[src/rtl/dma_rx_pkg.sv]
//**********************************************************
// dma rx package
// buffer widths, beat types, drain fsm states and the
// constants of the read bandwidth test
//**********************************************************
`default_nettype none

package dma_rx_pkg;

    // buffer geometry
    localparam int ADDR_W = 9;
    localparam int DATA_W = 128;
    localparam int BE_W   = DATA_W / 8;
    localparam int SEQ_W  = 17;                 // check sequence in low data bits

    typedef logic [ADDR_W-1:0] buf_addr_t;      // buffer word address
    typedef logic [DATA_W-1:0] beat_t;
    typedef logic [BE_W-1:0]   be_t;
    typedef logic [3:0]        dwbe_t;
    typedef logic [5:0]        tag_t;
    typedef logic [2:0]        beat_idx_t;      // word within a tag slot of 8
    typedef logic [SEQ_W-1:0]  seq_t;
    typedef logic [31:0]       cnt_t;
    typedef logic [13:0]       cpl_cnt_t;       // saturating

    //**********************************************************
    // bandwidth test constants
    //**********************************************************
    localparam int CPLD_TARGET = 32;            // completions per measurement
    localparam int DRAIN_BURST = 16;            // words per in-window burst
    localparam int IDLE_LIMIT  = 63;            // stall watchdog
    localparam int FLUSH_DELAY = 60;            // window close to final flush

    typedef enum logic [1:0] {
        IDLE,
        BURST,
        FLUSH
    } drain_state_t;

endpackage

`default_nettype wire
[src/rtl/ram_port_if.sv]
//**********************************************************
// one requester's access port to a shared buffer
//**********************************************************
`default_nettype none

interface ram_port_if;
    import dma_rx_pkg::*;

    logic      req;
    logic      we;
    buf_addr_t addr;
    beat_t     wdata;
    be_t       be;
    logic      gnt;
    logic      rvld;      // one cycle after a granted read
    beat_t     rdata;

    modport requester (output req, we, addr, wdata, be, input gnt, rvld, rdata);
    modport arbiter   (input req, we, addr, wdata, be, output gnt, rvld, rdata);

endinterface

`default_nettype wire

[src/rtl/mwr_router.sv]
//**********************************************************
// memory write router
// bar1 beats out as a strobe, bar0 beats into the buffer
// with a running sequence check on the written data
//**********************************************************
`default_nettype none

module mwr_router (
    input  wire                        clk,
    input  wire                        rst_n,
    input  wire                        i_tx_restart,
    input  wire                        i_mwr_vld,
    input  wire                        i_mwr_bar,      // 0 bar0, 1 bar1
    input  wire dma_rx_pkg::buf_addr_t i_mwr_addr,
    input  wire dma_rx_pkg::beat_t     i_mwr_data,
    input  wire dma_rx_pkg::dwbe_t     i_mwr_dwbe,
    output logic                       o_bar1_wr_en,
    output dma_rx_pkg::buf_addr_t      o_bar1_wr_addr,
    output dma_rx_pkg::beat_t          o_bar1_wr_data,
    output dma_rx_pkg::be_t            o_bar1_wr_byte_en,
    output logic                       o_bar0_check_err,
    ram_port_if.requester              bar0_w
);
    import dma_rx_pkg::*;

    be_t  be_exp;
    seq_t seq_cnt;       // bar0 writes since restart
    logic wr_fire;

    // each dword enable covers four byte lanes
    always_comb
    begin
        for (int i = 0; i < 4; i++)
            be_exp[i*4 +: 4] = {4{i_mwr_dwbe[i]}};
    end

    //**********************************************************
    // bar1 strobe
    //**********************************************************
    always_comb
    begin
        o_bar1_wr_en      = i_mwr_vld && i_mwr_bar;
        o_bar1_wr_addr    = o_bar1_wr_en ? i_mwr_addr : '0;
        o_bar1_wr_data    = o_bar1_wr_en ? i_mwr_data : '0;
        o_bar1_wr_byte_en = o_bar1_wr_en ? be_exp : '0;
    end

    //**********************************************************
    // bar0 write request and check
    //**********************************************************
    assign bar0_w.we = 1'b1;
    assign wr_fire   = bar0_w.req && bar0_w.gnt;

    always_ff @(posedge clk or negedge rst_n)
    begin
        if (!rst_n)
            bar0_w.req <= 1'b0;
        else
            bar0_w.req <= i_mwr_vld && !i_mwr_bar;
    end

    always_ff @(posedge clk)
    begin
        bar0_w.addr  <= i_mwr_addr;
        bar0_w.wdata <= i_mwr_data;
        bar0_w.be    <= be_exp;
    end

    always_ff @(posedge clk or negedge rst_n)
    begin
        if (!rst_n)
        begin
            seq_cnt          <= '0;
            o_bar0_check_err <= 1'b0;
        end
        else if (i_tx_restart)
        begin
            seq_cnt          <= '0;
            o_bar0_check_err <= 1'b0;
        end
        else
        begin
            if (wr_fire)
                seq_cnt <= seq_cnt + 1'b1;
            // upper bits must be zero too
            o_bar0_check_err <= wr_fire && (bar0_w.wdata != beat_t'(seq_cnt));
        end
    end

endmodule

`default_nettype wire

[src/flat_wrapper.sv]
// flat-port wrapper written by rule: the top's interface ports become plain ports
module mwr_router_flat import dma_rx_pkg::*;
  (clk, rst_n, i_tx_restart, i_mwr_vld, i_mwr_bar, i_mwr_addr, i_mwr_data, i_mwr_dwbe, o_bar1_wr_en, o_bar1_wr_addr, o_bar1_wr_data, o_bar1_wr_byte_en, o_bar0_check_err, bar0_w_req, bar0_w_we, bar0_w_addr, bar0_w_wdata, bar0_w_be, bar0_w_gnt, bar0_w_rvld, bar0_w_rdata);
  ram_port_if bar0_w_i ();
  input  wire clk;
  input  wire rst_n;
  input  wire i_tx_restart;
  input  wire i_mwr_vld;
  input  wire i_mwr_bar;
  input  wire dma_rx_pkg::buf_addr_t i_mwr_addr;
  input  wire dma_rx_pkg::beat_t i_mwr_data;
  input  wire dma_rx_pkg::dwbe_t i_mwr_dwbe;
  output logic o_bar1_wr_en;
  output dma_rx_pkg::buf_addr_t o_bar1_wr_addr;
  output dma_rx_pkg::beat_t o_bar1_wr_data;
  output dma_rx_pkg::be_t o_bar1_wr_byte_en;
  output logic o_bar0_check_err;
  output wire logic [$bits(bar0_w_i.req)-1:0] bar0_w_req;
  output wire logic [$bits(bar0_w_i.we)-1:0] bar0_w_we;
  output wire logic [$bits(bar0_w_i.addr)-1:0] bar0_w_addr;
  output wire logic [$bits(bar0_w_i.wdata)-1:0] bar0_w_wdata;
  output wire logic [$bits(bar0_w_i.be)-1:0] bar0_w_be;
  input wire logic [$bits(bar0_w_i.gnt)-1:0] bar0_w_gnt;
  input wire logic [$bits(bar0_w_i.rvld)-1:0] bar0_w_rvld;
  input wire logic [$bits(bar0_w_i.rdata)-1:0] bar0_w_rdata;
  assign bar0_w_req = bar0_w_i.req;
  assign bar0_w_we = bar0_w_i.we;
  assign bar0_w_addr = bar0_w_i.addr;
  assign bar0_w_wdata = bar0_w_i.wdata;
  assign bar0_w_be = bar0_w_i.be;
  assign bar0_w_i.gnt = bar0_w_gnt;
  assign bar0_w_i.rvld = bar0_w_rvld;
  assign bar0_w_i.rdata = bar0_w_rdata;
  mwr_router u_core (.clk(clk), .rst_n(rst_n), .i_tx_restart(i_tx_restart), .i_mwr_vld(i_mwr_vld), .i_mwr_bar(i_mwr_bar), .i_mwr_addr(i_mwr_addr), .i_mwr_data(i_mwr_data), .i_mwr_dwbe(i_mwr_dwbe), .o_bar1_wr_en(o_bar1_wr_en), .o_bar1_wr_addr(o_bar1_wr_addr), .o_bar1_wr_data(o_bar1_wr_data), .o_bar1_wr_byte_en(o_bar1_wr_byte_en), .o_bar0_check_err(o_bar0_check_err), .bar0_w(bar0_w_i));
endmodule
[config.mk]
export PLATFORM = sky130hd
export DESIGN_NAME = mwr_router_flat
export DESIGN_NICKNAME = d
export VERILOG_FILES = /design/src/rtl/dma_rx_pkg.sv /design/src/rtl/ram_port_if.sv /design/src/rtl/mwr_router.sv /design/src/flat_wrapper.sv
export SDC_FILE = /design/constraint.sdc
export NUM_CORES = 1
export LEC_CHECK = 0
export ABC_AREA = 1
export BUFFER_PORTS_ARGS = -buffer_cell sky130_fd_sc_hd__buf_2
export CAP_MARGIN = 25
export CORE_AREA = 2 2 227 229
export CTS_CLUSTER_DIAMETER = 200
export CTS_CLUSTER_SIZE = 10
export DETAILED_ROUTE_END_ITERATION = 12
export DIE_AREA = 0 0 229 231
export PLACE_DENSITY = 0.4
export REMOVE_ABC_BUFFERS = 1
export SYNTH_ARGS = -nofsm -noshare
export SYNTH_HDL_FRONTEND = slang
export SYNTH_SLANG_ARGS = --single-unit
[constraint.sdc]
create_clock -name clk -period 1.9 [get_ports clk]
set_input_delay 0.285 -clock clk [delete_from_list [all_inputs] [get_ports clk]]
set_output_delay 0.285 -clock clk [all_outputs]
set_load 0.005 [all_outputs]
==> out/qor.yml, run 1 <==
critical_path:
  path_delay_family: "buffers and inverters"
  cp_max_fo: 4
  required_ps: 1620
  path_cells: "dlygate4sd3_1 -> buf_2 -> inv_1 -> nor2_1 -> buf_2"
  crit_arrival_ps: 1470
  critPathSlowestCell: "dlygate4sd3_1"
  critPathKind: "in -> out"
  worstPathBufferInverterCount: 4
  worstSetupStartpointType: "input port"
  slowest_delay_ps: 530
  worstSetupEndpointType: "primary output"
  cpMostUsedCell: "buf_2"
  r2r_start: "u_core.seq_cnt[0]"
  cp-startpoint: "i_mwr_dwbe[2]"
grt:
  grt_pass1_vias: 6674
  grt_first_pass_wirelength_um: 42900
  overflow: 0
  track_usage_pct: 11.6
  antenna_found_initial: 5
  grt_max_degree: 45
routing:
  dr.pass1.iters: 4
  wl_per_cell_um: 15.1
  vias: 6645
  ant_nets: 0
  drc_errors: 0
  via_per_inst: 3.25
  wl_um: 30800
  drtIter0Drc: 220
worst_hold_path:
  worst_hold_startpoint: "bar0_w_gnt"
  hold_path_class: "in -> reg"
placed_design:
  portBuffers: 455
  hpwl_um: 25100
  gp_congestion: 0.885
  pre_cts_slack_ps: 120
power_and_ir_drop:
  power.density_mw_per_mm2: 765
  internal_power_mw: 5.95
  power_frac_seq_pct: 43.9
  clock_power_share_pct: 42.4
  combPwrFrac_pct: 13.7
  power.ir.vdd_worst_mv: 0.672
  leakagePower_nw: 5.94
  power_switching_mw: 2.33
  swShare_pct: 28.1
  fin_total_pwr_mw: 8.28
cts:
  clockRootBuffer: "clkbuf_16"
  clk_latency_ps: 490
  clock_sink_count: 160
  post_cts_buffers: 0
  clk_pin_slew_ps: 70
  cts_buffers: 17
  htree_num_levels: 4
  clockBufferDepth: 2
  cts_tree: "built"
timing:
  period_needed_ps: 1750
  setup_viol: 0
  fmax_mhz: 571
  slew_violations: 0
  finalHoldViolCount: 0
  skew_ps: 15.9
  rsz0062_at_grt: "false"
  period_share_pct: 92.2
  setup_ws_ps: 147
  max-slew-margin-rel_pct: 61.5
  tightest_slew_ps: 577
floorplan:
  die_h_um: 231
  die_w_um: 229
  ios: 586
  fp.dieArea_mm2: 0.0529
  fp-row-count: 83
  coreArea_mm2: 0.0507
  initial_utilization_pct: 11.4
synthesis:
  post_synth_num_cell_types: 23
  yosysWarnings: 0
  ys_top_cells_by_area: "dfxtp_1 (49%), nor2_1 (15%), inv_1 (11%)"
  synth_top_area_cell: "dfxtp_1"
  ys_seq_elements: 160
  synth_area_mm2: 0.00580
  netlist_instances: 760
  yosysSeqAreaShare_pct: 56.9
  synth_area_per_cell_um2: 7.63
  synth_top_cell_area_share_pct: 48.7
cells_and_area:
  layout-drive-gt1-share_pct: 37.6
  syn2layout_area_growth_pct: 86.8
  final_nets: 1626
job:
  timing.max_cap.violations: 0
run_status:
  status: "complete, no violations"
[worst reg2reg max path, stage by stage, from the launching register on]
cell and delay [ps]:
dfrtp_1 480, ha_1 240, nand3_1 130, nor2_4 150, nand3_2 100, nor2_2 130, nand3_1 80, nand2_1 60
nor2_1 40
[metal layers]
| metal | routed length [um] | vias to the layer above | track usage, % |
|---|---|---|---|
| met5 | 27 | - | 0 |
| met4 | 708 | 4 | 5.13 |
| met3 | 2320 | 38 | 3.95 |
| met2 | 13400 | 306 | 17.5 |
| met1 | 14300 | 2960 | 14.8 |
| li1 | - | 3337 | - |
[power groups by stage]
stage	clock network [mW]	registers (mW)	logic (mW)
after global routing	3.81	3.66	1.25
after floorplan	0	3.70	0.244
after CTS	3.71	3.64	1.15
after detailed placement	0	3.72	0.904
after global placement	0	3.71	0.911
final	3.51	3.64	1.13
[flip-flops by register name, summed over array words and instances (netlist names)]
signal                   cells
u_core.bar0_w.addr           9
u_core.bar0_w.be             4
u_core.bar0_w.req            1
u_core.bar0_w.wdata        128
u_core.o_bar0_check_err      1
u_core.seq_cnt              17
[Yosys cell counts, drive strengths merged]
| master | instances |
|---|---|
| xnor2 | 3 |
| o21ai | 10 |
| ha | 1 |
| dfrtp | 19 |
| clkbuf | 7 |
| nor2 | 241 |
| a21oi | 13 |
| inv | 175 |
| dfxtp | 141 |
| buf | 34 |
| nand2 | 90 |
| nand3 | 11 |
| conb | 1 |
| nor3 | 7 |
| nand4 | 7 |
[metrics by stage]
stage	TNS [ps]	instances	instance area [um^2]	hold WS (ps)	utilization [%]
detailed placement	0	1865	8780	326	17.3
global route	0	2043	10800	362	21.4
CTS	0	2042	10800	274	21.3
floorplan	-160690	719	5540	-10.6	-
global placement	0	1865	8780	334	17.3
finish	0	2044	10800	302	21.4
[worst paths after layout]
check / to / slack, ps / cells after the start
max: o_bar1_wr_byte_en[11] / 150 / 5
max reg2reg: u_core.seq_cnt[16] / 400 / 8
max in group asynchronous: u_core.seq_cnt[6] / 1170 / 2
min reg2reg: u_core.seq_cnt[10] / 570 / 1
min in group asynchronous: u_core.bar0_w.req / 340 / 2
min: u_core.seq_cnt[0] / 300 / 5
[cells by family after synthesis]
kind of cell	count (synthesis)	share of synthesized area, %
adder cells (fa/ha/maj)	1	0.216
buffers and inverters	216	15.8
flip-flops	160	56.9
XOR/XNOR	3	0.453
AO/OA/AOI/OAI	23	1.99
AND/OR/NAND/NOR	356	24.6
other	1	0.0647
[cell usage in the layout, fill, tap and decap left out, drive strengths merged]
| cell type | netlist | routed |
|---|---|---|
| a21oi | 13 | 13 |
| buf | 34 | 466 |
| clkbuf | 7 | 20 |
| clkinv | 0 | 4 |
| conb | 1 | 1 |
| dfrtp | 19 | 19 |
| dfxtp | 141 | 141 |
| diode | 0 | 2 |
| dlygate4sd3 | 0 | 145 |
| ha | 1 | 1 |
| inv | 175 | 183 |
| nand2 | 90 | 90 |
| nand3 | 11 | 11 |
| nand4 | 7 | 7 |
| nor2 | 241 | 241 |
| nor3 | 7 | 7 |
| o21ai | 10 | 10 |
| xnor2 | 3 | 3 |
[what timing repair did]
action,4_1_cts,5_1_grt
endpoints found under the setup margin,0,1
resized for setup,0,1
endpoints found under the hold margin,163,0
hold buffers,145,0
[final cells by class]
type,count,area (um^2)
clock buffers,20,468
inverters,175,657
repair buffers,611,3840
diodes,2,5.00
clock inverters,12,115
fillers,5666,39900
flip-flops and latches,160,3300
multi-input cells,384,1590
well taps,680,851
Power figures use the tool's default switching activity.
==> run 2, diff against run 1 <==
CORE_AREA = 2 2 226 228   (was 2 2 227 229)
DIE_AREA = 0 0 228 230   (was 0 0 229 231)
PLACE_DENSITY = 0.41   (was 0.4)
clock period = 1.6 ns   (was 1.9 ns; I/O delays follow)
==> run 2 against run 1 <==
Worst hold slack lost 22 ps. Core utilization grew 0.46 points. Setup slack lost 97 ps. Global-route usage grew 0.46 points. Final cell count is essentially flat. Critical path type unchanged.
==> out/qor.yml, run 2 (same netlist as run 1, synthesis figures left out) <==
floorplan:
  die_w_um: 228  # was 229 um
  ios: 586  # unchanged
  die_h_um: 230  # was 231 um
  fp-row-count: 82  # was 83
  fp.dieArea_mm2: 0.0524  # was 0.0529 mm^2
  initial_utilization_pct: 11.6  # was 11.4%
  coreArea_mm2: 0.0499  # was 0.0507 mm^2
timing:
  setup_viol: 0  # unchanged
  slew_violations: 0  # unchanged
  period_needed_ps: 1550
  rsz0062_at_grt: "true"  # was false
  max-slew-margin-rel_pct: 62.7  # was 61.5%
  skew_ps: 11.9  # was 15.9 ps
  period_share_pct: 96.8
  finalHoldViolCount: 0  # unchanged
  tightest_slew_ps: 560  # was 577 ps
  finalSetupTns_ps: 0  # unchanged
  fmax_mhz: 646
cts:
  clockRootBuffer: "clkbuf_16"  # unchanged
  post_cts_buffers: 0  # unchanged
  clk_latency_ps: 480  # was 490 ps
  cts_tree: "built"  # unchanged
  clockBufferDepth: 2  # unchanged
  cts_buffers: 17  # unchanged
  clk_pin_slew_ps: 70  # about the same
  clock_sink_count: 160  # unchanged
  htree_num_levels: 4  # unchanged
cells_and_area:
  fin_cells: 2043  # was 2044
  syn2layout_area_growth_pct: 87.7  # was 86.8%
  utilization_pct: 21.8  # was 21.4%
  largestRegisters: "u_core.bar0_w.wdata x128, u_core.seq_cnt x17, u_core.bar0_w.addr x9"  # unchanged
  layout-drive-gt1-share_pct: 38.0  # was 37.6%
  layout_common_cells: "buf_2 (453), nor2_1 (234), inv_1 (173), dlygate4sd3_1 (145), dfxtp_1 (141)"  # was buf_2 (455), nor2_1 (235), inv_1 (173), dlygate4sd3_1 (145), dfxtp_1 (141)
  final_nets: 1629  # was 1626
  largest_reg_flops: 128  # unchanged
  largest_register: "u_core.bar0_w.wdata"  # unchanged
  design_area_mm2: 0.0109  # was 0.0108 mm^2
  n_fill_cell: 5637  # was 5666
  layout.cells.most_common: "buf_2"  # unchanged
grt:
  overflow: 0  # unchanged
  grt_pass1_vias: 6869  # was 6674
  track_usage_pct: 12.0  # was 11.6%
  grt_first_pass_wirelength_um: 44400  # was 42900 um
  antenna_found_initial: 7  # was 5
  grt_max_degree: 54  # was 45
routing:
  wl_per_cell_um: 15.3  # was 15.1 um
  vias: 6681  # was 6645
  drc_errors: 0  # unchanged
  wl_um: 31300  # was 30800 um
  via_per_inst: 3.27  # was 3.25
  drtIter0Drc: 191  # was 220
  dr.pass1.iters: 4  # unchanged
  ant_nets: 0  # unchanged
run_status:
  status: "complete, no violations"  # unchanged
placed_design:
  dp_cells: 1860  # was 1865
  dpl_cell_area_mm2: 0.00880  # was 0.00878 mm^2
  gp_congestion: 0.838  # was 0.885
  hpwl_um: 25800  # was 25100 um
  portBuffers: 455  # unchanged
power_and_ir_drop:
  clock_power_share_pct: 42.4  # about the same
  power_switching_mw: 2.78  # was 2.33 mW
  fin_total_pwr_mw: 9.83  # was 8.28 mW
  swShare_pct: 28.3  # was 28.1%
  internal_power_mw: 7.05  # was 5.95 mW
  power.ir.vdd_worst_mv: 0.639  # was 0.672 mV
  combPwrFrac_pct: 13.9  # was 13.7%
  power.density_mw_per_mm2: 904  # was 765 mW/mm^2
  power_frac_seq_pct: 43.7  # was 43.9%
  leakagePower_nw: 5.97  # was 5.94 nW
critical_path:
  worstSetupEndpointType: "primary output"  # unchanged
  critPathKind: "in -> out"  # unchanged
  worstSetupStartpointType: "input port"  # unchanged
  cp_max_fo: 2  # was 4
  crit_arrival_ps: 1310  # was 1470 ps
  required_ps: 1360  # was 1620 ps
job:
  timing.max_cap.violations: 0  # unchanged
worst_hold_path:
  hold_path_class: "in -> reg"  # unchanged
[run 2: changes by cell type in the layout (fill, tap and decap cells not counted), sizes merged]
| cell | delta |
|---|---|
| diode | +4 |
| buf | +2 |
| inv | +2 |
| clkbuf | -1 |
| clkinv | -1 |
| clkinvlp | +1 |
[run 2: worst max-delay path, stage by stage]
cell	delay, ps
dlygate4sd3_1	590
buf_2	140
inv_1	30
nor2_1	80
buf_2	220
[run 2: metrics by stage]
step           setup WS, ps  hold slack (ps)
2_1_floorplan         -1570            -55.6
3_3_place_gp           -177              263
3_5_place_dp           -104              269
4_1_cts                29.8              255
5_1_grt               -15.3              292
6_report               50.8              280
[run 2: final cells by class]
class                      count  area (um^2)  share of cell area (%)
timing repair buffer         614         3880                    35.6
sequential                   160         3300                    30.3
multi-input combinational    384         1600                    14.7
tap                          672          841                    7.73
inverter                     175          657                    6.04
clock buffer                  18          450                    4.14
clock inverter                14          136                    1.25
antenna                        6         15.0                   0.138
[run 2: power groups by stage]
stage / clock network [mW] / logic, mW / registers [mW]
after floorplan: 0 / 0.290 / 4.39
after global placement: 0 / 1.10 / 4.39
after global routing: 4.54 / 1.51 / 4.32
final: 4.17 / 1.36 / 4.30
after CTS: 4.41 / 1.39 / 4.30
after detailed placement: 0 / 1.10 / 4.39
[run 2: what timing repair did]
action / CTS / global route
hold buffers: 145 / 0
gates resized for setup: 1 / 7
setup endpoints to repair: 1 / 7
hold endpoints to repair: 163 / 0
pin swaps: 0 / 1
[run 2: worst paths after layout]
path                                    start            endpoint  slack (ps)  depth (start not counted)
hold / removal                     bar0_w_gnt   u_core.seq_cnt[0]         280                          5
setup / recovery               i_mwr_data[79]  o_bar1_wr_data[79]          50                          5
max in group asynchronous               rst_n   u_core.seq_cnt[0]         880                          2
min in group asynchronous               rst_n  u_core.seq_cnt[11]         310                          2
setup reg to reg            u_core.seq_cnt[1]  u_core.seq_cnt[12]         120                          8
hold reg to reg            u_core.seq_cnt[10]  u_core.seq_cnt[10]         540                          1
[run 2: routing by layer]
| layer | vias to the layer above | part of all wire, % | track usage (%) |
|---|---|---|---|
| met4 | 4 | 2.9 | 5.17 |
| met1 | 2998 | 42 | 13.5 |
| met5 | - | 0.083 | 0 |
| met3 | 31 | 8.9 | 5.44 |
| li1 | 3356 | - | - |
| met2 | 292 | 46 | 19.7 |
==> run 3, diff against run 2 <==
==> constraint.sdc (replaced) <==
create_clock -name clk -period 1.6 [get_ports clk]
set_input_delay 0.24 -clock clk [delete_from_list [all_inputs] [get_ports clk]]
set_output_delay 0.24 -clock clk [all_outputs]
set_load 0.1 [all_outputs]
==> run 3 against run 2 <==
Clock skew is essentially flat. Sequential share of layout area decreased by 5.8 points. Critical path depth did not move. Clock-buffer cell count rose by 4. Sequential cell count is the same. Fmax decreased by 1.7%. Setup slack got worse by 26 ps. First-iteration DRC count down 1.6%. Non-clock buffer count grew 11. Worst hold slack worse by 7.0 ps. Sequential power about the same.
==> out/qor.yml, run 3 (same netlist as run 1, synthesis figures left out) <==
routing:
  vias: 6772  # was 6681
  via_per_inst: 3.31  # was 3.27
  drc_errors: 0  # unchanged
  wl_per_cell_um: 16.2  # was 15.3 um
  drtIter0Drc: 188  # was 191
  dr.pass1.iters: 4  # unchanged
  ant_nets: 0  # unchanged
  wl_um: 33100  # was 31300 um
floorplan:
  ios: 586  # unchanged
  die_h_um: 230  # unchanged
  die_w_um: 228  # unchanged
  coreArea_mm2: 0.0499  # unchanged
  fp-row-count: 82  # unchanged
  initial_utilization_pct: 11.6  # unchanged
  fp.dieArea_mm2: 0.0524  # unchanged
power_and_ir_drop:
  leakagePower_nw: 6.55  # was 5.97 nW
  internal_power_mw: 7.63  # was 7.05 mW
  fin_total_pwr_mw: 13.0  # was 9.83 mW
  power.ir.vdd_worst_mv: 0.758  # was 0.639 mV
  combPwrFrac_pct: 35.6  # was 13.9%
  clock_power_share_pct: 31.2  # was 42.4%
  swShare_pct: 41.1  # was 28.3%
  power_frac_seq_pct: 33.2  # was 43.7%
  power_switching_mw: 5.33  # was 2.78 mW
  power.density_mw_per_mm2: 963  # was 904 mW/mm^2
cts:
  clk_pin_slew_ps: 80  # was 70 ps
  clockBufferDepth: 2  # unchanged
  clk_latency_ps: 480  # about the same
  cts_tree: "built"  # unchanged
  htree_num_levels: 4  # unchanged
  clock_sink_count: 160  # unchanged
  clockRootBuffer: "clkbuf_16"  # unchanged
  cts_buffers: 17  # unchanged
job:
  timing.max_cap.violations: 0  # unchanged
timing:
  whs_ps: 273  # was 280 ps
  finalHoldViolCount: 0  # unchanged
  skew_ps: 12.1  # was 11.9 ps
  setup_viol: 0  # unchanged
  max-slew-margin-rel_pct: 65.0  # was 62.7%
  slew_violations: 0  # unchanged
  period_needed_ps: 1580  # was 1550 ps
  rsz0062_at_grt: "true"  # unchanged
  period_share_pct: 98.5  # was 96.8%
  tightest_slew_ps: 529  # was 560 ps
  fmax_mhz: 635  # was 646 MHz
  setup_ws_ps: 24.3  # was 50.8 ps
critical_path:
  worstSetupStartpointType: "input port"  # unchanged
  r2r_start: "u_core.seq_cnt[0]"  # was u_core.seq_cnt[1]
  path_cells: "dlygate4sd3_1 -> buf_2 -> inv_1 -> nor2_1 -> buf_12"  # was dlygate4sd3_1 -> buf_2 -> inv_1 -> nor2_1 -> buf_2
  r2r_cells: 8  # unchanged
  r2r_setup_slack_ps: 160  # was 120 ps
  path_delay_family: "buffers and inverters"  # unchanged
  cp_max_fo: 2  # unchanged
  crit_arrival_ps: 1340  # was 1310 ps
  worstSetupEndpointType: "primary output"  # unchanged
  slowest_delay_ps: 540  # was 590 ps
  critPathKind: "in -> out"  # unchanged
  required_ps: 1360  # about the same
  critPathSlowestCell: "dlygate4sd3_1"  # unchanged
  worstPathBufferInverterCount: 4  # unchanged
  r2r-end: "u_core.seq_cnt[12]"  # unchanged
grt:
  track_usage_pct: 12.5  # was 12.0%
  antenna_found_initial: 10  # was 7
  grt_max_degree: 61  # was 54
  overflow: 0  # unchanged
  grt_first_pass_wirelength_um: 46300  # was 44400 um
  grt_pass1_vias: 7199  # was 6869
cells_and_area:
  final_nets: 1640  # was 1629
  layout-drive-gt1-share_pct: 41.2  # was 38.0%
  largest_register: "u_core.bar0_w.wdata"  # unchanged
  seq_area_mm2: 0.00330  # about the same
  multi_input_area_mm2: 0.00170  # was 0.00160 mm^2
  n_fill_cell: 5413  # was 5637
  syn2layout_area_growth_pct: 132  # was 87.7%
  largest_reg_flops: 128  # unchanged
  layout_common_cells: "buf_2 (273), nor2_1 (198), inv_1 (173), buf_12 (155), dlygate4sd3_1 (145)"  # was buf_2 (453), nor2_1 (234), inv_1 (173), dlygate4sd3_1 (145), dfxtp_1 (141)
  layout.cells.most_common: "buf_2"  # unchanged
  largestRegisters: "u_core.bar0_w.wdata x128, u_core.seq_cnt x17, u_core.bar0_w.addr x9"  # unchanged
worst_hold_path:
  hold_path_class: "in -> async"  # was in -> reg
placed_design:
  gp_congestion: 0.818  # was 0.838
  pre_cts_slack_ps: -154  # was -104 ps
  portBuffers: 455  # unchanged
  hpwl_um: 26900  # was 25800 um
run_status:
  status: "complete, no violations"  # unchanged
-- run 3: cell types whose count changed in the layout (fill, tap and decap cells not counted), sizes merged --
cell,change
clkbuf,+16
diode,-5
clkinv,+4
buf,-1
inv,-8
-- run 3: cell type report --
cell class	count	area share [%]
antenna	1	0.0186
inverter	175	4.88
multi-input combinational	384	12.6
sequential	160	24.5
clock buffer	22	3.68
timing repair buffer	625	47.4
tap	672	6.25
clock inverter	10	0.577
-- run 3: power by group through the flow --
stage	combinational, mW	clock, mW	sequential [mW]
global placement	4.30	0	4.39
floorplan	1.39	0	5.87
global route	4.77	4.39	4.33
detailed placement	4.30	0	4.39
CTS	4.59	4.27	4.31
finish	4.61	4.04	4.31
-- run 3: repair_timing --
item,in CTS,in global routing
buffers inserted,0,0
hold buffers,145,0
endpoints found under the setup margin,22,84
hold endpoints to repair,163,0
resized for setup,21,55
pin swaps,0,1
cloned,0,2
-- run 3: worst max path at each step --
stage                                  start                       to  slack (ps)  cells past startpoint
finish                       i_mwr_data[117]      o_bar1_wr_data[117]          20                      5
floorplan                          i_mwr_vld     o_bar1_wr_byte_en[0]       -6220                      2
detailed placement  u_core.bar0_w.wdata[123]  u_core.o_bar0_check_err        -150                      8
global placement    u_core.bar0_w.wdata[123]  u_core.o_bar0_check_err        -140                      8
global route        u_core.bar0_w.wdata[123]  u_core.o_bar0_check_err          -3                      8
CTS                      u_core.bar0_w.be[3]             bar0_w_be[0]         -10                      1
-- run 3: per-stage QoR --
stage	setup TNS [ps]	util [%]	instance area [um^2]	cells
global placement	-170	22.4	11200	1869
finish	0	27.0	13500	2049
global route	-2.66	27.0	13500	2048
detailed placement	-194	22.4	11200	1869
CTS	-68.1	26.6	13300	2046
floorplan	-485190	-	5540	719
-- run 3: layer usage --
layer / GRT usage (%) / up-vias / wire, um
met5: 0 / - / 39
met4: 4.88 / 6 / 807
met3: 5.41 / 40 / 2800
met2: 20.2 / 298 / 15500
met1: 14.6 / 3064 / 14000
li1: - / 3364 / -
